==> src/source/vec_cfg.svh <==
`ifndef VEC_CFG_SVH
`define VEC_CFG_SVH

//////////////////////////////////////////////////////////////////////
// Vector register file geometry
//////////////////////////////////////////////////////////////////////

// Architectural vector registers
`define VEC_NR_VREGS 8

// Elements held by one vector register
`define VEC_MAX_VL 8

//////////////////////////////////////////////////////////////////////
// Datapath and memory widths
//////////////////////////////////////////////////////////////////////

`define VEC_ELEN 32
`define VEC_ADDR_W 16

`endif

==> src/source/vec_pkg.sv <==
`include "vec_cfg.svh"

package vec_pkg;

  //////////////////////////////////////////////////////////////////////
  // Scalar types
  //////////////////////////////////////////////////////////////////////

  typedef logic [`VEC_ELEN-1:0] elem_t;
  typedef logic [$clog2(`VEC_NR_VREGS)-1:0] vreg_idx_t;

  // Vector length, 0 up to VEC_MAX_VL inclusive
  typedef logic [$clog2(`VEC_MAX_VL):0] vl_t;
  typedef logic [$clog2(`VEC_MAX_VL)-1:0] elem_idx_t;

  // Word address on the memory port
  typedef logic [`VEC_ADDR_W-1:0] mem_addr_t;

  // Supported vector operations
  typedef enum logic [3:0] {
    OP_VADD  = 4'd0,
    OP_VSUB  = 4'd1,
    OP_VAND  = 4'd2,
    OP_VOR   = 4'd3,
    OP_VXOR  = 4'd4,
    OP_VADDX = 4'd5,
    OP_VLE   = 4'd6,
    OP_VSE   = 4'd7,
    OP_VMVXS = 4'd8
  } vec_op_e;

  //////////////////////////////////////////////////////////////////////
  // Request and response bundles
  //////////////////////////////////////////////////////////////////////

  // Stores and scalar moves take their source register from vs1
  typedef struct packed {
    vec_op_e   op;
    vreg_idx_t vd;
    vreg_idx_t vs1;
    vreg_idx_t vs2;
    vl_t       vl;
    elem_t     scalar;  // scalar operand or memory base address
  } vec_req_t;

  typedef struct packed {
    vec_op_e op;
    elem_t   result;
  } vec_resp_t;

  // Issued instruction plus the running slot it occupies
  typedef struct packed {
    vec_req_t req;
    logic     slot;
  } pe_req_t;

  typedef struct packed {
    logic      we;
    mem_addr_t addr;
    elem_t     wdata;
  } mem_req_t;

  typedef enum logic [1:0] {
    IDLE,
    LOAD,
    STORE,
    SCALAR
  } lsu_state_e;

endpackage

==> src/source/vec_dispatcher.sv <==
`timescale 1ns/100ps

module vec_dispatcher import vec_pkg::*; (
  input  logic      clk_i,
  input  logic      rst_i,
  // Scalar core side
  input  vec_req_t  acc_req_i,
  input  logic      acc_req_valid_i,
  output logic      acc_req_ready_o,
  output vec_resp_t acc_resp_o,
  output logic      acc_resp_valid_o,
  input  logic      acc_resp_ready_i,
  // Sequencer side
  output vec_req_t  seq_req_o,
  output logic      seq_req_valid_o,
  input  logic      seq_req_ready_i,
  input  elem_t     scalar_resp_i,
  input  logic      scalar_resp_valid_i
);

  logic      resp_valid_q;
  logic      wait_scalar_q;
  vec_resp_t resp_q;
  logic      busy;
  logic      req_fire;
  logic      resp_fire;
  logic      scalar_fire;

  // One instruction in the dispatcher at a time
  assign busy = resp_valid_q || wait_scalar_q;

  assign seq_req_o       = acc_req_i;
  assign seq_req_valid_o = acc_req_valid_i && !busy;
  assign acc_req_ready_o = !busy && seq_req_ready_i;

  assign req_fire    = acc_req_valid_i && acc_req_ready_o;
  assign resp_fire   = resp_valid_q && acc_resp_ready_i;
  assign scalar_fire = wait_scalar_q && scalar_resp_valid_i;

  assign acc_resp_o       = resp_q;
  assign acc_resp_valid_o = resp_valid_q;

  always_ff @(posedge clk_i) begin
    if (rst_i) begin
      resp_valid_q  <= 1'b0;
      wait_scalar_q <= 1'b0;
    end else begin
      if (resp_fire) begin
        resp_valid_q <= 1'b0;
      end
      if (req_fire) begin
        // Scalar moves answer only once element 0 comes back
        if (acc_req_i.op == OP_VMVXS) begin
          wait_scalar_q <= 1'b1;
        end else begin
          resp_valid_q <= 1'b1;
        end
      end
      if (scalar_fire) begin
        wait_scalar_q <= 1'b0;
        resp_valid_q  <= 1'b1;
      end
    end
  end

  always_ff @(posedge clk_i) begin
    if (req_fire) begin
      resp_q.op     <= acc_req_i.op;
      resp_q.result <= '0;
    end
    if (scalar_fire) begin
      resp_q.result <= scalar_resp_i;
    end
  end

  // A stalled response must not change under the core
  resp_stable_a: assert property (@(posedge clk_i) disable iff (rst_i)
    acc_resp_valid_o && !acc_resp_ready_i |=> acc_resp_valid_o && $stable(acc_resp_o));

endmodule

==> config.mk <==
export PLATFORM = sky130hd
export DESIGN_NAME = vec_dispatcher
export DESIGN_NICKNAME = d
export VERILOG_FILES = /design/src/source/vec_pkg.sv /design/src/source/vec_dispatcher.sv
export VERILOG_INCLUDE_DIRS = /design/src /design/src/source
export SDC_FILE = /design/constraint.sdc
export NUM_CORES = 1
export LEC_CHECK = 0
export BUFFER_PORTS_ARGS = -buffer_cell sky130_fd_sc_hd__buf_2
export CAP_MARGIN = 20
export CELL_PAD_IN_SITES_DETAIL_PLACEMENT = 1
export CELL_PAD_IN_SITES_GLOBAL_PLACEMENT = 1
export CORE_ASPECT_RATIO = 1.5
export CORE_MARGIN = 3
export CORE_UTILIZATION = 23
export DETAILED_ROUTE_END_ITERATION = 8
export PLACE_DENSITY = 0.81
export SYNTH_ARGS = -nofsm -noshare
export SYNTH_HDL_FRONTEND = slang
export SYNTH_SLANG_ARGS = --single-unit
==> constraint.sdc <==
create_clock -name clk_i -period 1.9 [get_ports clk_i]
set_input_delay 0.38 -clock clk_i [delete_from_list [all_inputs] [get_ports clk_i]]
set_output_delay 0.38 -clock clk_i [all_outputs]
set_load 0.005 [all_outputs]
==> load_flow_metrics.sql <==
INSERT INTO impl_metrics (metric_group, metric, value, unit) VALUES
('status', 'status', 'finished clean', ''),
('layout', 'layout.cells.non_filler', '278', ''),
('floorplanning', 'ios', '175', ''),
('flow_run', 'drv.max_cap_violation_count', '0', ''),
('worst_setup_path', 'crit_end', 'acc_req_ready_o', ''),
('logic_synthesis', 'largest_family_of_logic_cells_by_synthesized_area', 'buffers and inverters', ''),
('worst_setup_path', 'path_max_fanout', '35', ''),
('routing', 'routed_via_density', '4.047', ''),
('timing', 'relSlewSlack', '68.72', '%'),
('logic_synthesis', 'syn-mean-instance-area', '13.08', 'µm²'),
('grt', 'maximum_number_of_pins_on_one_net_before_global_route_repair', '36', ''),
('clocking', 'clock_tree.htree_level_count', '2', ''),
('clocking', 'tritoncts_clock_tree', 'done', ''),
('grt', 'global_route_wire_length_before_repair', '6.451', 'mm'),
('grt', 'antenna_found_initial', '1', ''),
('layout', 'mostFrequentLayoutCells', 'sky130_fd_sc_hd__buf_2 (84), sky130_fd_sc_hd__edfxtp_1 (36), sky130_fd_sc_hd__and3_1 (32)', ''),
('pwr', 'p_int', '0.001276', 'W'),
('pwr', 'switching_power_summed_over_all_nets', '0.0003277', 'W'),
('clocking', 'clk_root_buffer_cell', 'sky130_fd_sc_hd__clkbuf_8', ''),
('routing', 'drt-wirelength-per-cell', '15.65', 'µm'),
('placed_design', 'post_place_instance_area', '1996', 'µm²'),
('routing', 'drt_drc_violations_left', '0', ''),
('worst_setup_path', 'worst-setup-path-type', 'flop to primary output', ''),
('timing', 'post_route_setup_tns', '0', 'ns'),
('placed_design', 'dp_cells', '270', ''),
('worst_setup_path', 'timing.reg2reg.worst_path_depth', '3', ''),
('logic_synthesis', 'cell_area_synth', '1805', 'µm²'),
('logic_synthesis', 'netlist_instances', '138', ''),
('logic_synthesis', 'synth.yosys.warnings', '0', ''),
('layout', 'post-route-cell-area', '2077', 'µm²'),
('pwr', 'p_comb_share', '8.7', '%'),
('layout', 'area.growth.synth_to_final', '15.04', '%'),
('pwr', 'p_per_area', '772.0', 'nW/µm²'),
('grt', 'grt.overflow.total', '0', ''),
('clocking', 'cts_resized', '0', ''),
('routing', 'drt-total-wl', '4.352', 'mm'),
('logic_synthesis', 'yosys.area_share.xor_xnor', '0', '%'),
('floorplanning', 'initial_utilization', '24.34', '%'),
('logic_synthesis', 'seq_area_frac_synth', '62.09', '%'),
('timing', 'fmaxAchievable', '615.0', 'MHz'),
('timing', 'finalCriticalPeriod', '1.626', 'ns'),
('logic_synthesis', 'count_of_unique_library_cells_instantiated_by_yosys', '15', ''),
('timing', 'hold_violations', '0', ''),
('floorplanning', 'core_area', '7417', 'µm²'),
('logic_synthesis', 'multiplexer_share_of_the_synthesized_area', '0', '%'),
('pwr', 'power_switching_share', '20.43', '%'),
('timing', 'slew_viol_final', '0', ''),
('routing', 'drt_iter0_drc', '41', ''),
('clocking', 'tritoncts.num_buffers', '5', ''),
('worst_setup_path', 'worst_ep_required_time', '1.52', 'ns'),
('floorplanning', 'design.die.area', '8971', 'µm²'),
('clocking', 'clkSlewWorstSetupHoldPaths', '0.07', 'ns'),
('placed_design', 'place.gp.congestion', '0.7259', ''),
('worst_setup_path', 'worstSetupEndpointType', 'primary output', ''),
('layout', 'layout.cells.most_common', 'sky130_fd_sc_hd__buf_2', ''),
('worst_setup_path', 'timing.rr.end', 'acc_resp_o[26]', ''),
('layout', 'antenna_cells_inserted', '0', ''),
('placed_design', 'hpwl', '3.599', 'mm'),
('pwr', 'clk_pwr_share', '31.3', '%'),
('worst_setup_path', 'ff2ff_setup_slack', '0.50', 'ns'),
('clocking', 'cts_buffer_depth', '2', ''),
('logic_synthesis', 'postSynthRegisterBits', '38', ''),
('floorplanning', 'die_extent_in_y', '114.5', 'µm'),
('timing', 'timing.final.setup_violations', '0', ''),
('routing', 'final_antenna_net_count', '0', ''),
('logic_synthesis', 'yosys.area_share.adder', '0', '%'),
('routing', 'drt_pass1_iterations', '4', ''),
('worst_setup_path', 'critPathLaunchType', 'flop', ''),
('timing', 'clock-skew-final', '0.009009', 'ns'),
('layout', 'final_util', '28.00', '%'),
('pwr', 'power.share.sequential', '60.0', '%');
## how the worst min path moves through the flow
stage / from / end / cells past startpoint / slack, ns
floorplan: rst_i / acc_resp_valid_o / 1 / 0.45
CTS: rst_i / acc_resp_valid_o / 2 / 0.24
global route: rst_i / acc_resp_valid_o / 2 / 0.25
detailed placement: acc_resp_valid_o / acc_resp_valid_o / 2 / 0.55
finish: rst_i / acc_resp_valid_o / 2 / 0.26
global placement: acc_resp_valid_o / acc_resp_valid_o / 2 / 0.54
## cells in the mapped netlist, drive strengths merged
master  count  share of area [%]
a21oi       1               0.28
a31oi       1               0.69
and2        2               0.69
and3       32                 11
and4bb      1               0.90
buf        51                 21
clkbuf      4               0.83
dfxtp       2                2.2
edfxtp     36                 60
nand2       1               0.21
nand2b      3                1.0
nor2        2               0.42
nor2b       1               0.35
nor4b       1               0.49
## worst max-delay path, stage by stage, from the launching register on
cell,delay [ns]
sky130_fd_sc_hd__dfxtp_1,0.33
sky130_fd_sc_hd__buf_4,0.26
sky130_fd_sc_hd__nor2_1,0.09
sky130_fd_sc_hd__and2_1,0.15
sky130_fd_sc_hd__buf_2,0.12
## final cells by class
class	instances	area [µm²]
fill	861	5340
tap	100	125.1
clock inverter	2	8.758
timing repair buffer	87	455.4
sequential	38	1121
multi-input combinational	45	294.0
clock buffer	6	72.57
## power groups by stage
stage	combinational (W)	sequential, W	clock (W)
CTS	0.000143	0.000963	0.000529
global route	0.000156	0.000966	0.000554
floorplan	0.000115	0.000986	0
finish	0.000139	0.000962	0.000502
global placement	0.000139	0.000979	0
detailed placement	0.000143	0.000981	0
## routing by layer
| layer | track usage, % | part of all wire (%) | vias to the layer above |
|---|---|---|---|
| li1 | - | - | 512 |
| met1 | 6.733 | 25 | 490 |
| met2 | 17.39 | 52 | 78 |
| met3 | 4.252 | 13 | 43 |
| met4 | 12.49 | 9.8 | 2 |
| met5 | 0 | 0.46 | - |
## logic make-up after synthesis
| group | Yosys count |
|---|---|
| DFF | 38 |
| buffers and inverters | 55 |
| and+or+nand+nor | 43 |
| AOI/OAI and AO/OA | 2 |
## state kept, by name (all words and copies together) (netlist names)
| signal | flops |
|---|---|
| acc_resp_valid_o | 1 |
| wait_scalar_q | 1 |
| acc_resp_o | 36 |
## through the flow
| stage | hold WS [ns] | power [W] | setup WS, ns |
|---|---|---|---|
| CTS | 0.2444 | 0.001635 | 0.2436 |
| global placement | 0.5367 | 0.001119 | 0.4741 |
| global route | 0.2482 | 0.001675 | 0.1659 |
| detailed placement | 0.5470 | 0.001124 | 0.4545 |
| floorplan | 0.4456 | 0.001101 | 0.3295 |
| finish | 0.2568 | 0.001604 | 0.2739 |
Note: power is estimated with default switching activity, not from simulation.
