<file path="src/source/vec_cfg.svh">
`ifndef VEC_CFG_SVH
`define VEC_CFG_SVH

//////////////////////////////////////////////////////////////////////
// Vector register file geometry
//////////////////////////////////////////////////////////////////////

// Architectural vector registers
`define VEC_NR_VREGS 8

// Elements held by one vector register
`define VEC_MAX_VL 8

//////////////////////////////////////////////////////////////////////
// Datapath and memory widths
//////////////////////////////////////////////////////////////////////

`define VEC_ELEN 32
`define VEC_ADDR_W 16

`endif

</file>
<file path="src/source/vec_pkg.sv">
`include "vec_cfg.svh"

package vec_pkg;

  //////////////////////////////////////////////////////////////////////
  // Scalar types
  //////////////////////////////////////////////////////////////////////

  typedef logic [`VEC_ELEN-1:0] elem_t;
  typedef logic [$clog2(`VEC_NR_VREGS)-1:0] vreg_idx_t;

  // Vector length, 0 up to VEC_MAX_VL inclusive
  typedef logic [$clog2(`VEC_MAX_VL):0] vl_t;
  typedef logic [$clog2(`VEC_MAX_VL)-1:0] elem_idx_t;

  // Word address on the memory port
  typedef logic [`VEC_ADDR_W-1:0] mem_addr_t;

  // Supported vector operations
  typedef enum logic [3:0] {
    OP_VADD  = 4'd0,
    OP_VSUB  = 4'd1,
    OP_VAND  = 4'd2,
    OP_VOR   = 4'd3,
    OP_VXOR  = 4'd4,
    OP_VADDX = 4'd5,
    OP_VLE   = 4'd6,
    OP_VSE   = 4'd7,
    OP_VMVXS = 4'd8
  } vec_op_e;

  //////////////////////////////////////////////////////////////////////
  // Request and response bundles
  //////////////////////////////////////////////////////////////////////

  // Stores and scalar moves take their source register from vs1
  typedef struct packed {
    vec_op_e   op;
    vreg_idx_t vd;
    vreg_idx_t vs1;
    vreg_idx_t vs2;
    vl_t       vl;
    elem_t     scalar;  // scalar operand or memory base address
  } vec_req_t;

  typedef struct packed {
    vec_op_e op;
    elem_t   result;
  } vec_resp_t;

  // Issued instruction plus the running slot it occupies
  typedef struct packed {
    vec_req_t req;
    logic     slot;
  } pe_req_t;

  typedef struct packed {
    logic      we;
    mem_addr_t addr;
    elem_t     wdata;
  } mem_req_t;

  typedef enum logic [1:0] {
    IDLE,
    LOAD,
    STORE,
    SCALAR
  } lsu_state_e;

endpackage

</file>
<file path="src/source/vec_lsu.sv">
`timescale 1ns/100ps

`include "vec_cfg.svh"

module vec_lsu import vec_pkg::*; (
  input  logic      clk_i,
  input  logic      rst_i,
  // Sequencer side
  input  pe_req_t   pe_req_i,
  input  logic      req_valid_i,
  output logic      done_o,
  output elem_t     scalar_o,
  output logic      scalar_valid_o,
  // Lane ports
  output logic      ld_wr_valid_o,
  output vreg_idx_t ld_wr_vreg_o,
  output elem_idx_t ld_wr_idx_o,
  output elem_t     ld_wr_data_o,
  output vreg_idx_t st_rd_vreg_o,
  output elem_idx_t st_rd_idx_o,
  input  elem_t     st_rd_data_i,
  // Word memory
  output mem_req_t  mem_req_o,
  output logic      mem_req_valid_o,
  input  logic      mem_gnt_i,
  input  elem_t     mem_rdata_i
);

  lsu_state_e state_q;
  pe_req_t    req_q;
  vl_t        issued_q;   // accesses granted so far
  logic       rd_pend_q;
  elem_idx_t  rd_idx_q;
  logic       mem_fire;

  assign mem_req_valid_o = (state_q == LOAD || state_q == STORE) && (issued_q < req_q.req.vl);
  assign mem_fire        = mem_req_valid_o && mem_gnt_i;

  always_comb begin
    mem_req_o.we    = (state_q == STORE);
    mem_req_o.addr  = mem_addr_t'(req_q.req.scalar) + mem_addr_t'(issued_q);
    mem_req_o.wdata = st_rd_data_i;
  end

  // Read port serves store data and the element 0 scalar move
  assign st_rd_vreg_o = req_q.req.vs1;
  assign st_rd_idx_o  = (state_q == SCALAR) ? '0 : elem_idx_t'(issued_q);

  // Read data lands one cycle after the grant
  assign ld_wr_valid_o = rd_pend_q;
  assign ld_wr_vreg_o  = req_q.req.vd;
  assign ld_wr_idx_o   = rd_idx_q;
  assign ld_wr_data_o  = mem_rdata_i;

  assign scalar_o       = st_rd_data_i;
  assign scalar_valid_o = (state_q == SCALAR);

  always_comb begin
    unique case (state_q)
      LOAD: begin
        done_o = (req_q.req.vl == '0) ||
                 (rd_pend_q && ({1'b0, rd_idx_q} == req_q.req.vl - 1'b1));
      end
      STORE:   done_o = (req_q.req.vl == '0) || (mem_fire && issued_q == req_q.req.vl - 1'b1);
      SCALAR:  done_o = 1'b1;
      default: done_o = 1'b0;
    endcase
  end

  always_ff @(posedge clk_i) begin
    if (rst_i) begin
      state_q   <= IDLE;
      rd_pend_q <= 1'b0;
    end else begin
      rd_pend_q <= mem_fire && (state_q == LOAD);
      if (state_q == IDLE) begin
        if (req_valid_i) begin
          unique case (pe_req_i.req.op)
            OP_VLE:   state_q <= LOAD;
            OP_VSE:   state_q <= STORE;
            OP_VMVXS: state_q <= SCALAR;
            default:  state_q <= IDLE;
          endcase
        end
      end else if (done_o) begin
        state_q <= IDLE;
      end
    end
  end

  always_ff @(posedge clk_i) begin
    if (req_valid_i) begin
      req_q    <= pe_req_i;
      issued_q <= '0;
    end else if (mem_fire) begin
      issued_q <= issued_q + 1'b1;
      rd_idx_q <= elem_idx_t'(issued_q);
    end
  end

  // Store data comes from a register the sequencer keeps frozen
  mem_req_stable_a: assert property (@(posedge clk_i) disable iff (rst_i)
    mem_req_valid_o && !mem_gnt_i |=> mem_req_valid_o && $stable(mem_req_o));

  vl_range_a: assert property (@(posedge clk_i) disable iff (rst_i)
    req_valid_i |-> pe_req_i.req.vl <= `VEC_MAX_VL);

endmodule

</file>
<file path="config.mk">
export PLATFORM = sky130hd
export DESIGN_NAME = vec_lsu
export DESIGN_NICKNAME = d
export VERILOG_FILES = /design/src/source/vec_pkg.sv /design/src/source/vec_lsu.sv
export VERILOG_INCLUDE_DIRS = /design/src /design/src/source
export SDC_FILE = /design/constraint.sdc
export NUM_CORES = 1
export LEC_CHECK = 0
export ABC_AREA = 1
export BUFFER_PORTS_ARGS = -buffer_cell sky130_fd_sc_hd__buf_2
export CAP_MARGIN = 20
export CORE_AREA = 4 4 94 96
export CTS_BUF_LIST = sky130_fd_sc_hd__clkbuf_4
export DETAILED_ROUTE_END_ITERATION = 6
export DIE_AREA = 0 0 98 100
export PLACE_DENSITY = 0.74
export SLEW_MARGIN = 25
export SYNTH_ARGS = -nofsm -noshare
export SYNTH_HDL_FRONTEND = slang
export SYNTH_SLANG_ARGS = --single-unit
</file>
<file path="constraint.sdc">
create_clock -name clk_i -period 6.3 [get_ports clk_i]
set_input_delay 1.89 -clock clk_i [delete_from_list [all_inputs] [get_ports clk_i]]
set_output_delay 1.89 -clock clk_i [all_outputs]
set_load 0.02 [all_outputs]
</file>
==> metrics.txt, run 1 <==
crit end category output port; synthesized cell area around 0.0027 sq mm; Period Utilization, post-route 0.743; crit path launch type input pin; CTS clk-pin slew, worst paths 0.11 ns; GRT Max-Usage Layer met2; GR Util All Layers 0.118; Ports between 200 and 250; Arrival @ worst endpoint 2.79 ns; Placed Cells 373; f_max roughly 210 MHz; Die X between 90 and 100 um; Root Driver clkbuf_4; Setup TNS Final 0 ns; gr ovfl total 0; antenna violations before repair 0; die height 100 um; vias in the first global route between 1,500 and 2,000; slowest CP cell nor2_2; net switching power about 140 uW; asr flop ratio synth 0; Leakage approximately 0.0012 uW; fill cell count 841; clock skew between 0.01 and 0.015 ns; worst path required time ~4.4 ns; M3 GR Usage 0.0653; final hold violation count 0; min Tclk post-route 4.68 ns; grt met2 use 0.210; hold_buf cts 0; DRT antenna net count 0; final antenna diode count 0; largest area contributor in the netlist edfxtp_1; vias approximately 1,700; Hold Path Class reg2reg; DPL Wire Length around 5200 um; Post-CTS Resized 0; Pre-antenna DRT Iters 4; setup violators final 0; Yosys warning total 0; routed vias/inst between 4 and 5; register area share after synthesis 0.369; Seq pwr share 0.584; TritonCTS clock tree yes; most frequent cells in the layout buf_2, nand2_1, inv_1, edfxtp_1, nand3_1; Post-synth EDFFs 29; Die Area between 0.009 and 0.01 sq mm; slowest cell delay on critical path around 0.23 ns; port buffer count 66; layout cells sized above 1 0.330; GPL Wtd Cong around 0.78; Routed WL per cell roughly 16 um; syn_area_per_cell about 9 sq um; Layout Nets 408; final number of max-transition violations 0; Clock Tree Buf Depth 2; ys flop type edfxtp_1; cell internal pwr roughly 350 uW; global-route wire length before repair 9000 um; Detailed Route WL around 6000 um; PwrDens between 150 and 200 mW/mm^2; most common cell after layout, fill and taps aside buf_2; measured slew at the worst slew-check pin ~0.67 ns; Non-Filler Instances between 300 and 400; worst-skew pair later-pin latency roughly 0.34 ns; H-tree levels 2; status finished clean; Setup Crit Path Kind in2out; DRT iter0 DRCs between 50 and 60; power consumption 484 uW; RSZ-0062 raised after global routing no; GR Util met1 0.103; Max-Cap Viols 0; Synth Net Count 437; post-place setup slack 1.62 ns; Num CTS Buffers 5; Area Growth Syn to Fin -9.24%; top post-synthesis cells by area edfxtp_1, buf_4, ha_1, dfxtp_1, nand2_1; largest net degree at the start of global routing 33; cell mode on critical path nand2_1; Yosys reg bits 36; Syn Inst Count between 300 and 400; # rows 33; post-CTS setup buffer count 0; Comb pwr share 0.175; Synth cell types 28; worst-path cell chain buf_2, inv_2, nor2_2, nand3_1, nand2_1, nand2_1, nand2_1, nand2_1, inv_1, buf_2; Starting Density 0.340; clock sinks 36; Switching Fraction 0.286; Max IR drop VDD about 0.18 mV; clock power share 0.241; # DRC 0; Yosys top cell area share 0.318; Crit Path Max Fanout 5; Worst slew margin 0.556; Core Area ~0.0081 sq mm; Worst Slack Setup Final approximately 1.6 ns
-- final timing paths --
path	start	to	slack [ns]	cells after the start
worst max-delay path	mem_gnt_i	done_o	1.62	10
worst min-delay path	state_q[1]	state_q[1]	0.54	2
worst max register to register	req_q[36]	issued_q[3]	4.30	9
worst min register to register	state_q[1]	state_q[1]	0.54	2
-- layer usage --
metal / up-vias / wire (um)
met5: - / 0
met4: 0 / 292
met3: 32 / 842
met2: 144 / 3130
met1: 735 / 1810
li1: 812 / -
-- synth_stat cells (2+ instances only) --
cell type	n
nor2_1	13
o21ai_0	2
xor2_1	10
nand2_1	37
inv_1	29
nor2_2	6
nor3b_1	2
xnor2_1	5
edfxtp_1	29
a21oi_1	6
nand3_1	18
nand3_2	2
nand4_1	3
buf_4	102
nor3_1	3
dfxtp_1	7
ha_1	14
inv_2	6
-- flip-flops by register name, indices dropped and copies added (netlist names) --
register       flops
issued_q           4
ld_wr_idx_o        3
ld_wr_valid_o      1
ld_wr_vreg_o       3
req_q             20
st_rd_vreg_o       3
state_q            2
-- power by group through the flow --
stage | registers, uW | clock network [uW] | logic (uW)
2_1_floorplan | 286 | 0 | 144
3_3_place_gp | 287 | 0 | 82.6
3_5_place_dp | 288 | 0 | 84.5
4_1_cts | 283 | 122 | 85.0
5_1_grt | 285 | 131 | 94.2
6_report | 283 | 117 | 84.5
-- cell families (layout without fill, tap and decap cells) --
| kind of cell | Yosys count | after routing | synth area share |
|---|---|---|---|
| xor+xnor | 15 | 15 | 0.0480 |
| compound gates | 10 | 10 | 0.0197 |
| simple gates | 89 | 89 | 0.160 |
| buf+inv | 139 | 111 | 0.331 |
| fa+ha+maj | 15 | 15 | 0.0713 |
| flops | 36 | 36 | 0.369 |
-- per-stage QoR --
step	area, sq um	util	hold slack, ns
floorplan	2740	-	0.483
finish	2480	0.308	0.544
global placement	2430	0.302	0.504
global route	2480	0.308	0.560
CTS	2480	0.308	0.542
detailed placement	2430	0.302	0.525
-- critical path, delay by kind of cell --
kind,cells,cell delay (ns)
buffers and inverters,4,0.32
AND/OR/NAND/NOR,6,0.58
-- area by class of cell --
type,instances,area [sq um],area share
clock buffers,5,37.5,0.0151
multi-input cells,129,820,0.330
repair buffers,66,330,0.133
clock inverters,3,13.8,0.00554
flip-flops and latches,36,1010,0.407
inverters,37,140,0.0564
well taps,105,131,0.0529
(Power assumes the default switching activity.)
==> inputs of run 2 (changes only) <==
Settings changed: CORE_AREA 4 4 94 96 to 4 4 72 124, DIE_AREA 0 0 98 100 to 0 0 76 128, PLACE_DENSITY 0.74 to 0.78.
Clock period 6.3 ns to 4 ns, I/O delays scaled along.
==> run 2 against run 1 <==
Final area is 0.15% lower. Cell count shrank 3.7%. Non-clock buffer count up 1. First-iteration DRC count decreased by 47%. Critical path depth up 2. Sequential power grew 58%. Global-route usage rose by 1.9 points. Count of clock-buffer cells in the layout grew 1. Register-to-register slack got worse by 2.2 ns. Critical endpoint is now mem_req_o[46].
==> metrics.txt, run 2 (synthesis gave the netlist of run 1 again) <==
status finished clean; # DRC 0; cell family with most CP delay simple AND/OR/NAND/NOR gates; PwrDens about 310 mW/mm^2; cell mode on critical path nor2_2; Crit Path Max Fanout 4; H-tree levels 2; Num CTS Buffers 5; vias in the first global route ~1,800; layout cells sized above 1 0.339; slowest CP cell fa_1; routed vias/inst between 4 and 5; largest net degree at the start of global routing 33; Setup TNS Final 0 ns; Leakage 0.00117 uW; worst-path cell chain ha_1, inv_1, fa_1, nor2_2, nor3b_2, nor2_2, nand3_2, nor2_2, nand4_2, nor2_2, xor2_1, buf_2; power consumption between 700 and 800 uW; GPL Wtd Cong approximately 0.82; Area after DPL around 0.0024 sq mm; GR Util All Layers 0.138; min Tclk post-route approximately 3.7 ns; DRT iter0 DRCs 30; Core Area 0.00791 sq mm; Pre-antenna DRT Iters 4; worst hold margin 0.489 ns; most common cell after layout, fill and taps aside buf_2; Routed WL per cell 18.8 um; antenna violations before repair 0; clock sinks 36; Bufs and invs on worst path 2; Die Area between 0.009 and 0.01 sq mm; f_max between 200 and 300 MHz; Max-Cap Viols 0; Setup Crit Path Kind reg2out; final number of max-transition violations 0; Ports about 250; Root Driver clkbuf_4; TritonCTS clock tree yes; largest registers req_q: 20 flops, issued_q: 4 flops; Worst slew margin 0.520; most frequent cells in the layout buf_2, nand2_1, inv_1, edfxtp_1, nand3_1; Layout Nets 409; crit path launch type flop; final antenna diode count 0; DPL Wire Length 5960 um; global-route wire length before repair between 10,000 and 15,000 um; die height between 100 and 150 um; Max IR drop VDD between 0.1 and 0.15 mV; CTS clk-pin slew, worst paths about 0.11 ns; gr ovfl total 0; DRT antenna net count 0; max FFs per register 20; slowest cell delay on critical path just over 0.4 ns; Clock Tree Buf Depth 2; Area Growth Syn to Fin -9.37%; post-CTS setup buffer count 0; vias 1,711; area of the multi-input gates 820 sq um; clock skew 0.00652 ns; final hold violation count 0; Hold Path Class reg2reg; fill cell count ~820; Arrival @ worst endpoint approximately 2.5 ns; Detailed Route WL around 6900 um; post-route design area around 0.0025 sq mm; Reg with most FFs req_q; Placed Cells 359; crit end category output port; FF+latch area around 0.001 sq mm; Non-Filler Instances approximately 370; port buffer count 66; # rows between 40 and 50; worst path required time between 2 and 3 ns; measured slew at the worst slew-check pin between 0.7 and 0.8 ns; Period Utilization, post-route 0.929; setup violators final 0; RSZ-0062 raised after global routing no; worst-skew pair later-pin latency 0.35 ns; Die X between 70 and 80 um; Starting Density 0.346
==> run 2: cell types whose count changed in the layout (fill, tap and decap cells not counted) <==
cell / change
dfxtp_2: +2
clkinv_2: -2
buf_4: +1
dfxtp_1: -2
clkbuf_4: +1
clkinvlp_4: +1
==> run 2: per-stage QoR <==
step,worst slack [ns],util
global route,0.0310,0.314
global placement,0.547,0.306
detailed placement,0.508,0.306
CTS,0.0901,0.313
finish,0.282,0.314
floorplan,0.739,-
==> run 2: layout make-up <==
| class | count | share of cell area |
|---|---|---|
| Inverter | 37 | 0.0565 |
| Multi-Input combinational cell | 129 | 0.330 |
| Sequential cell | 36 | 0.409 |
| Timing Repair Buffer | 67 | 0.136 |
| Tap cell | 90 | 0.0454 |
| Clock inverter | 2 | 0.00454 |
| Clock buffer | 6 | 0.0182 |
==> run 2: worst reg2reg max path: cells and delay by family (launching register included) <==
kind	cells	cell delay (ns)
flops	1	0.52
buf+inv	3	0.24
simple gates	7	0.70
fa+ha+maj	1	0.30
==> run 2: metal layers <==
metal / share of wire / vias to the layer above / GRT usage
li1: - / 813 / -
met1: 0.26 / 731 / 0.0996
met2: 0.46 / 115 / 0.221
met3: 0.20 / 52 / 0.116
met4: 0.079 / 0 / 0.111
met5: 0 / - / 0.0158
==> run 2: final timing paths <==
check	from	endpoint	slack, ns	cells past startpoint
min reg2reg	issued_q[0]	ld_wr_idx_o[0]	0.49	0
max	issued_q[0]	mem_req_o[46]	0.28	12
max reg2reg	issued_q[2]	issued_q[3]	2.12	11
min	issued_q[0]	ld_wr_idx_o[0]	0.49	0
==> run 2: repair_timing <==
item	4_1_cts	5_1_grt
hold buffers	0	0
resized for setup	0	2
setup endpoints to repair	0	1
==> run 2: where the power goes <==
part | total (uW) | switching [uW] | internal (uW)
registers | 446 | 16.1 | 430
logic | 135 | 84.9 | 49.9
clock network | 197 | 123 | 73.7
