## config.mk

```make
export PLATFORM = sky130hd
export DESIGN_NAME = vec_sequencer
export DESIGN_NICKNAME = d
export VERILOG_FILES = /design/src/source/vec_pkg.sv /design/src/source/vec_sequencer.sv
export VERILOG_INCLUDE_DIRS = /design/src /design/src/source
export SDC_FILE = /design/constraint.sdc
export NUM_CORES = 1
export LEC_CHECK = 0
export ABC_AREA = 1
export BUFFER_PORTS_ARGS = -buffer_cell sky130_fd_sc_hd__buf_4
export CORE_UTILIZATION = 32
export CTS_BUF_LIST = sky130_fd_sc_hd__clkbuf_16
export CTS_CLUSTER_SIZE = 25
export DETAILED_ROUTE_END_ITERATION = 7
export GPL_ROUTABILITY_DRIVEN = 0
export HOLD_SLACK_MARGIN = 0.03
export PLACE_DENSITY_LB_ADDON = 0.15
export REMOVE_ABC_BUFFERS = 1
export SYNTH_ARGS = -nofsm -noshare
export SYNTH_HDL_FRONTEND = slang
export SYNTH_SLANG_ARGS = --single-unit
```

## constraint.sdc

```tcl
create_clock -name clk_i -period 3.3 [get_ports clk_i]
set_input_delay 0.33 -clock clk_i [delete_from_list [all_inputs] [get_ports clk_i]]
set_output_delay 0.33 -clock clk_i [all_outputs]
set_load 0.005 [all_outputs]
```

## src/source/vec_cfg.svh

```systemverilog
`ifndef VEC_CFG_SVH
`define VEC_CFG_SVH

//////////////////////////////////////////////////////////////////////
// Vector register file geometry
//////////////////////////////////////////////////////////////////////

// Architectural vector registers
`define VEC_NR_VREGS 8

// Elements held by one vector register
`define VEC_MAX_VL 8

//////////////////////////////////////////////////////////////////////
// Datapath and memory widths
//////////////////////////////////////////////////////////////////////

`define VEC_ELEN 32
`define VEC_ADDR_W 16

`endif

```

## src/source/vec_pkg.sv

```systemverilog
`include "vec_cfg.svh"

package vec_pkg;

  //////////////////////////////////////////////////////////////////////
  // Scalar types
  //////////////////////////////////////////////////////////////////////

  typedef logic [`VEC_ELEN-1:0] elem_t;
  typedef logic [$clog2(`VEC_NR_VREGS)-1:0] vreg_idx_t;

  // Vector length, 0 up to VEC_MAX_VL inclusive
  typedef logic [$clog2(`VEC_MAX_VL):0] vl_t;
  typedef logic [$clog2(`VEC_MAX_VL)-1:0] elem_idx_t;

  // Word address on the memory port
  typedef logic [`VEC_ADDR_W-1:0] mem_addr_t;

  // Supported vector operations
  typedef enum logic [3:0] {
    OP_VADD  = 4'd0,
    OP_VSUB  = 4'd1,
    OP_VAND  = 4'd2,
    OP_VOR   = 4'd3,
    OP_VXOR  = 4'd4,
    OP_VADDX = 4'd5,
    OP_VLE   = 4'd6,
    OP_VSE   = 4'd7,
    OP_VMVXS = 4'd8
  } vec_op_e;

  //////////////////////////////////////////////////////////////////////
  // Request and response bundles
  //////////////////////////////////////////////////////////////////////

  // Stores and scalar moves take their source register from vs1
  typedef struct packed {
    vec_op_e   op;
    vreg_idx_t vd;
    vreg_idx_t vs1;
    vreg_idx_t vs2;
    vl_t       vl;
    elem_t     scalar;  // scalar operand or memory base address
  } vec_req_t;

  typedef struct packed {
    vec_op_e op;
    elem_t   result;
  } vec_resp_t;

  // Issued instruction plus the running slot it occupies
  typedef struct packed {
    vec_req_t req;
    logic     slot;
  } pe_req_t;

  typedef struct packed {
    logic      we;
    mem_addr_t addr;
    elem_t     wdata;
  } mem_req_t;

  typedef enum logic [1:0] {
    IDLE,
    LOAD,
    STORE,
    SCALAR
  } lsu_state_e;

endpackage

```

## src/source/vec_sequencer.sv

```systemverilog
`timescale 1ns/100ps

`include "vec_cfg.svh"

module vec_sequencer import vec_pkg::*; (
  input  logic     clk_i,
  input  logic     rst_i,
  // Dispatcher side
  input  vec_req_t seq_req_i,
  input  logic     seq_req_valid_i,
  output logic     seq_req_ready_o,
  output elem_t    scalar_resp_o,
  output logic     scalar_resp_valid_o,
  output logic     idle_o,
  // Processing elements
  output pe_req_t  pe_req_o,
  output logic     lane_req_valid_o,
  output logic     lsu_req_valid_o,
  input  logic     lane_done_i,
  input  logic     lsu_done_i,
  input  elem_t    lsu_scalar_i,
  input  logic     lsu_scalar_valid_i
);

  typedef logic [`VEC_NR_VREGS-1:0] vreg_mask_t;

  localparam logic SLOT_LANE = 1'b0;
  localparam logic SLOT_LSU  = 1'b1;

  function automatic vreg_mask_t vreg_bit(vreg_idx_t idx);
    return vreg_mask_t'(1) << idx;
  endfunction

  logic [1:0] busy_q;
  logic [1:0] done;
  vreg_mask_t use_q [2];
  vreg_mask_t new_use;
  logic       target;
  logic       hazard;
  logic       issue;

  assign done = {lsu_done_i, lane_done_i};

  // Registers touched by the incoming instruction, reads and writes alike
  always_comb begin
    unique case (seq_req_i.op)
      OP_VADD, OP_VSUB, OP_VAND, OP_VOR, OP_VXOR: begin
        new_use = vreg_bit(seq_req_i.vd) | vreg_bit(seq_req_i.vs1) | vreg_bit(seq_req_i.vs2);
      end
      OP_VADDX: new_use = vreg_bit(seq_req_i.vd) | vreg_bit(seq_req_i.vs1);
      OP_VLE:   new_use = vreg_bit(seq_req_i.vd);
      OP_VSE, OP_VMVXS: new_use = vreg_bit(seq_req_i.vs1);
      default:  new_use = '0;
    endcase
  end

  assign target = (seq_req_i.op inside {OP_VLE, OP_VSE, OP_VMVXS}) ? SLOT_LSU : SLOT_LANE;

  // Conflict with whatever runs in the other unit
  assign hazard = busy_q[!target] && |(new_use & use_q[!target]);

  assign seq_req_ready_o = !busy_q[target] && !hazard;
  assign issue           = seq_req_valid_i && seq_req_ready_o;

  assign pe_req_o         = '{req: seq_req_i, slot: target};
  assign lane_req_valid_o = issue && (target == SLOT_LANE);
  assign lsu_req_valid_o  = issue && (target == SLOT_LSU);

  assign scalar_resp_o       = lsu_scalar_i;
  assign scalar_resp_valid_o = lsu_scalar_valid_i;
  assign idle_o              = ~|busy_q;

  always_ff @(posedge clk_i) begin
    if (rst_i) begin
      busy_q <= '0;
    end else begin
      busy_q <= busy_q & ~done;
      if (issue) begin
        busy_q[target] <= 1'b1;
      end
    end
  end

  always_ff @(posedge clk_i) begin
    if (issue) begin
      use_q[pe_req_o.slot] <= new_use;
    end
  end

  // Busy view must match the units, or a valid could reach a busy unit
  property done_while_busy_p(logic unit_done, logic unit_busy);
    @(posedge clk_i) disable iff (rst_i) unit_done |-> unit_busy;
  endproperty

  lane_done_busy_a: assert property (done_while_busy_p(lane_done_i, busy_q[SLOT_LANE]));
  lsu_done_busy_a:  assert property (done_while_busy_p(lsu_done_i, busy_q[SLOT_LSU]));

endmodule

```

==> results of run 1 <==
worst paths after layout:
kind                                    endpoint     startpoint  slack (ns)  cells past startpoint
worst max-delay path            lane_req_valid_o  seq_req_i[47]        0.76                     15
worst min-delay path                   busy_q[1]          rst_i        0.25                      2
worst max register to register       use_q[0][4]      busy_q[0]        1.57                      8
worst min register to register         busy_q[0]      busy_q[0]        0.47                      2
critical path, delay by kind of cell:
family	cells	cell delay, ns
AND/OR/NAND/NOR	10	1.00
buffers and inverters	4	0.68
AO/OA/AOI/OAI	1	0.19
stage by stage:
| stage | total power, W | cells | utilization | setup slack, ns | cell area, sq um |
|---|---|---|---|---|---|
| floorplan | 0.000338 | 192 | - | 1.34 | 1250 |
| global placement | 0.000409 | 300 | 0.289 | 0.741 | 1610 |
| detailed placement | 0.000407 | 300 | 0.289 | 0.780 | 1610 |
| CTS | 0.000645 | 304 | 0.303 | 0.787 | 1690 |
| global route | 0.000674 | 304 | 0.303 | 0.569 | 1690 |
| finish | 0.000643 | 304 | 0.303 | 0.758 | 1690 |
cell usage after synthesis, drive strengths merged:
cell,number
inv,29
a21oi,9
buf,84
o21bai,2
or2,1
o21ai,5
o2bb2ai,1
nand4,1
edfxtp,16
nor2,29
nor3,1
dfxtp,2
nand2,71
nand3,25
state kept, by name, indices dropped and copies added, names as in the netlist:
name and count:
busy_q 2, use_q 16
cells in the final DEF (no fill, tap or decap):
cell type and count:
a21oi_1 9, buf_4 36, clkbuf_16 3, dfxtp_1 2, edfxtp_1 16, inv_1 28
inv_2 2, nand2_1 69, nand2_2 2, nand3_1 25, nand4_1 1, nor2_1 28
nor2_2 1, nor3_1 1, o21ai_0 2, o21ai_1 2, o21ai_2 1, o21bai_1 2
o2bb2ai_1 1, or2_2 1
area by class of cell:
type	instances	area (sq um)
Clock buffer	3	75.1
Clock inverter	1	3.75
Fill cell	633	3880
Inverter	29	109
Multi-Input combinational cell	145	623
Sequential cell	18	520
Tap cell	72	90.1
Timing Repair Buffer	36	270
logic make-up after synthesis:
| kind of cell | count (synthesis) |
|---|---|
| AND/OR/NAND/NOR | 128 |
| buffers and inverters | 113 |
| flip-flops | 18 |
| AO/OA/AOI/OAI | 17 |
report_power, final:
part / internal, W / total (W) / switching [W]
sequential: 0.000265 / 0.000268 / 0.00000351
clock: 0.000161 / 0.000241 / 0.0000799
combinational: 0.0000541 / 0.000134 / 0.0000801
total: 0.000480 / 0.000643 / 0.000164
routing by layer:
metal | GRT usage | part of all wire
met5 | 0.127 | 0.0054
met4 | 0.0870 | 0.022
met3 | 0.368 | 0.27
met2 | 0.477 | 0.46
met1 | 0.196 | 0.25
==> flow_summary.toml, run 1 <==
[status]
status = "completed"

[floorplan]
core_area_sq_um = 5570
initial_utilization = 0.338
width_of_the_die_um = 78.7
ioPinCount = 174
dieArea_sq_um = 6200
num_rows = 27
fp.dieH_um = 78.7

[cts]
ctsRootBufferMaster = "clkbuf_16"
cts-buffers-inserted = 3
worstSkewPairLatency_ns = 0.25
cts-hold-fix-buffers = 0
cts_setup_buffers = 0
h-tree-depth = 1
cts-root-to-sink-buffers = 2
clk_transition_reported_paths_ns = 0.05
clock-sinks = 18
cts_tree = "yes"
ctsResizeCount = 0

[setup_path]
worst_ep_arrival_time_ns = 2.21
critPathKind = "primary input to output pin"
required_ns = 2.97
critPathSlowestCell = "inv_1"
crit_path_cell_trace = "buf_4, nand2_1, inv_1, nand2_1, nand2_1, a21oi_1, nand2_1, nand2_1, nand3_1, nor2_1, nand2_1, nand2_2, nand3_1, inv_1, buf_4"
timing.critical_path.fanout_max = 9
endpoint_kind = "output pin"
critical_path.startpoint_type = "primary input"
critPathMostFrequentCell = "nand2_1"
cp_slowest_stage_delay_ns = 0.30

[timing]
worst_clock_skew_ns = 0.00303
timing.final.max_slew_violations = 0
maxSlewHeadroom = 0.660
fin_setup_tns_ns = 0
setup_viol = 0
rsz0062_at_grt = "false"
finalHoldWorstSlack_ns = 0.251
final-hold-violation-count = 0
fin_crit_ns = 2.54
max_clock_freq_ghz = 0.393
post-route-period-util = 0.770
worst_slew_pin_slew_ns = 0.508

[synthesis]
main_combinational_cell_family_by_area_after_synthesis = "buffers and inverters"
yosys-mux-area-fraction = 0
syn-mean-instance-area_sq_um = 6.82
synth.cell_area_sq_um = 1880
syn-instance-count = 276
netlist.top_cell.by_area = "buf_4"
yosys.area_share.adder = 0
yosys_warnings = 0
synth_simple_gate_area_frac = 0.279
synthesized_area_fraction_occupied_by_ao_oa_aoi_and_oai_cells = 0.0518
synth-xor-area-share = 0
ys_top_cells_by_area = "buf_4 (33%), edfxtp_1 (26%), nand2_1 (14%), nand3_1 (6.6%), nor2_1 (5.6%)"
ys_ff_latch = 18
synth_largest_type_area_fraction = 0.335
seq_area_frac_synth = 0.276
post_synth_cell_types = 19

[hold_path]
hp-class = "primary input to flop"

[grt]
grt_max_degree = 11
overflow = 0
grt_antenna_before_repair = 0
grt_pass1_wl_um = 11800
grt.total_usage = 0.295
first_global_vias = 1307

[pwr]
power.density_cell_area_nw_per_um2 = 380
cellLeakagePower_nw = 0.896
vdd.ir_drop.worst_mv = 0.192

[routing]
firstDrtPassIters = 5
route.antenna.remaining_nets = 0
post_drt_via_cell_ratio = 4.92
totalWireLength_um = 9210
routed-via-count = 1497
drc_errors = 0
wire_per_inst_um = 30.3
initialDrtViolationCount = 81

[cells_and_area]
syn2layout_area_growth_pct = -10.2
n_antenna_cell = 0
final_layout_size_suffix_gt1_frac = 0.198
finish.net_count = 320

[flow_run]
cap_violations = 0

[placement]
detailedPlacementHpwl_um = 8400
buffer_ports.inserted = 35
Note: power is estimated with default switching activity, not from simulation.
==> inputs of run 2 (changes only) <==
- ABC_AREA: 1 -> 0
- clock period: 3.3 -> 2.3 ns (I/O delays scaled with it)
==> run 2 against run 1 <==
  * The run now ends with negative setup slack left
  * Cell count down 2.3%
  * Largest power group unchanged
  * Critical path depth down 4
  * Worst setup slack got worse by 0.89 ns
  * Clock-buffer cell count unchanged
  * Highest routed layer unchanged
  * Worst hold slack got worse by 0.10 ns
  * Sequential share of layout area shrank 8.4 points
  * Via count grew 7.5%
  * Critical endpoint is now seq_req_ready_o
  * Combinational power rose to 2.7 times the previous value
==> flow_summary.toml, run 2 <==
[status]
status = "complete, but fails checks"
violations_in_the_final_reports = "negative setup slack"

[setup_path]
required_ns = 2.07
critPathKind = "primary input to output pin"
critPathMostFrequentCell = "buf_6"
worst_ep_arrival_time_ns = 2.20
cp_slowest_stage_delay_ns = 0.60
crit_path_cell_trace = "buf_6, buf_6, or4bb_4, nor2_4, a22oi_1, a21oi_2, nor4b_4, a21oi_4, buf_6, inv_2, buf_6"
critPathSlowestCell = "or4bb_4"
endpoint_kind = "output pin"
timing.critical_path.fanout_max = 4
critical_path.startpoint_type = "primary input"

[cts]
h-tree-depth = 1
ctsRootBufferMaster = "clkbuf_16"
cts_tree = "yes"
clk_transition_reported_paths_ns = 0.05
cts-root-to-sink-buffers = 2
clock-sinks = 18
cts-buffers-inserted = 3
worstSkewPairLatency_ns = 0.25
cts-hold-fix-buffers = 0

[timing]
worst_slew_pin_slew_ns = 0.408
timing.final.ws_setup_ns = -0.134
fin_crit_ns = 2.43
max_clock_freq_ghz = 0.411
timing.final.max_slew_violations = 0
rsz0062_at_grt = "true"
fin_setup_tns_ns = -0.715
setup_viol = 19
worst_clock_skew_ns = 0.00668
final-hold-violation-count = 0
post-route-period-util = 1.06
maxSlewHeadroom = 0.725

[synthesis]
yosys_warnings = 0
netlist_top_cells_count = "buf_4 (83), nand2_1 (22), edfxtp_1 (16)"
post-synth-top-count-cell = "buf_4"
synth_largest_type_area_fraction = 0.331
dominantRegCellSynth = "edfxtp_1"
postSynth.asyncResetShare = 0
synth_edf_count = 16
seq_area_frac_synth = 0.276
syn-instance-count = 217
syn-mean-instance-area_sq_um = 8.68
ys_top_cells_by_area = "buf_4 (33%), edfxtp_1 (25%), nand2_1 (4.4%), a21oi_1 (2.4%), a32oi_1 (2.3%)"
post_synth_cell_types = 41
ys_ff_latch = 18
synth.cell_area_sq_um = 1880
netlist.top_cell.by_area = "buf_4"

[floorplan]
ioPinCount = 174
num_rows = 27
width_of_the_die_um = 78.7
dieArea_sq_um = 6200
initial_utilization = 0.338
fp.dieH_um = 78.7
core_area_sq_um = 5570

[grt]
grt.total_usage = 0.342
grt_antenna_before_repair = 0
overflow = 0
grt_pass1_wl_um = 13600
grt_max_degree = 11
first_global_vias = 1547

[cells_and_area]
final_layout_size_suffix_gt1_frac = 0.582
layout.area.seq_sq_um = 520
post-route-cell-area_sq_um = 2330
n_antenna_cell = 0
top_register = "use_q"
multi_input_comb_area_sq_um = 857
syn2layout_area_growth_pct = 23.6
finish.net_count = 313
final_common_cell = "buf_4"
fillerInstances = 539
final_core_util = 0.418
flip_flop_count_of_the_largest_register_all_copies_and_words_added = 16
biggestRegsByFlops = "use_q x16, busy_q x2"
most_frequent_cells_in_the_layout = "buf_4 (71), nand2_1 (19), buf_6 (18), edfxtp_1 (16)"

[pwr]
cellLeakagePower_nw = 0.985
vdd.ir_drop.worst_mv = 0.393
p_total_w = 0.00110
power.density_cell_area_nw_per_um2 = 471

[routing]
route.antenna.remaining_nets = 0
wire_per_inst_um = 35.7
initialDrtViolationCount = 81
drc_errors = 0
post_drt_via_cell_ratio = 5.42
routed-via-count = 1610
totalWireLength_um = 10600
firstDrtPassIters = 4

[placement]
detailedPlacementHpwl_um = 9440
dpl_cell_area_sq_um = 1970
post-place-ws_ns = -0.450
buffer_ports.inserted = 35

[hold_path]
hp-class = "primary input to flop"

[flow_run]
cap_violations = 0
-- run 2: logic make-up after synthesis --
family,count (synthesis),share of synthesized area
simple gates,62,0.179
mux,5,0.0279
buf+inv,93,0.359
compound gates,39,0.158
flops,18,0.276
-- run 2: critical path, delay by kind of cell --
kind,cells,cell delay [ns]
buffers and inverters,5,0.48
AND/OR/NAND/NOR,3,0.85
AO/OA/AOI/OAI,3,0.63
-- run 2: metal layers --
metal | GRT usage | vias to the layer above | wire length (um)
li1 | - | 702 | -
met1 | 0.208 | 743 | 2230
met2 | 0.574 | 139 | 5060
met3 | 0.394 | 24 | 2710
met4 | 0.157 | 2 | 548
met5 | 0.109 | - | 69
-- run 2: through the flow --
stage | hold slack, ns | instances
detailed placement | 0.402 | 287
finish | 0.147 | 297
global route | 0.147 | 297
global placement | 0.399 | 287
CTS | 0.143 | 294
floorplan | 0.299 | 131
-- run 2: final timing paths --
check	from	cells past startpoint	to	slack, ns
worst max-delay path	seq_req_i[48]	11	seq_req_ready_o	-0.13
worst min-delay path	rst_i	2	busy_q[1]	0.15
worst max register to register	use_q[1][4]	7	use_q[1][3]	0.47
worst min register to register	busy_q[1]	2	busy_q[1]	0.62
-- run 2: final cells by class --
type / instances / area share
multi-input combinational: 106 / 0.368
timing repair buffer: 90 / 0.324
sequential: 18 / 0.223
tap: 72 / 0.0387
clock buffer: 3 / 0.0322
inverter: 7 / 0.0118
clock inverter: 1 / 0.00161
-- run 2: power by group --
| part | switching (W) | leakage [nW] | internal [W] |
|---|---|---|---|
| combinational | 0.000167 | 0.773 | 0.000196 |
| sequential | 0.00000867 | 0.170 | 0.000384 |
| clock | 0.000112 | 0.0423 | 0.000231 |
-- run 2: repair_timing --
action,4_1_cts,5_1_grt
gates resized for setup,52,4
endpoints found under the setup margin,19,19
pin swaps,18,6
setup buffers,4,3
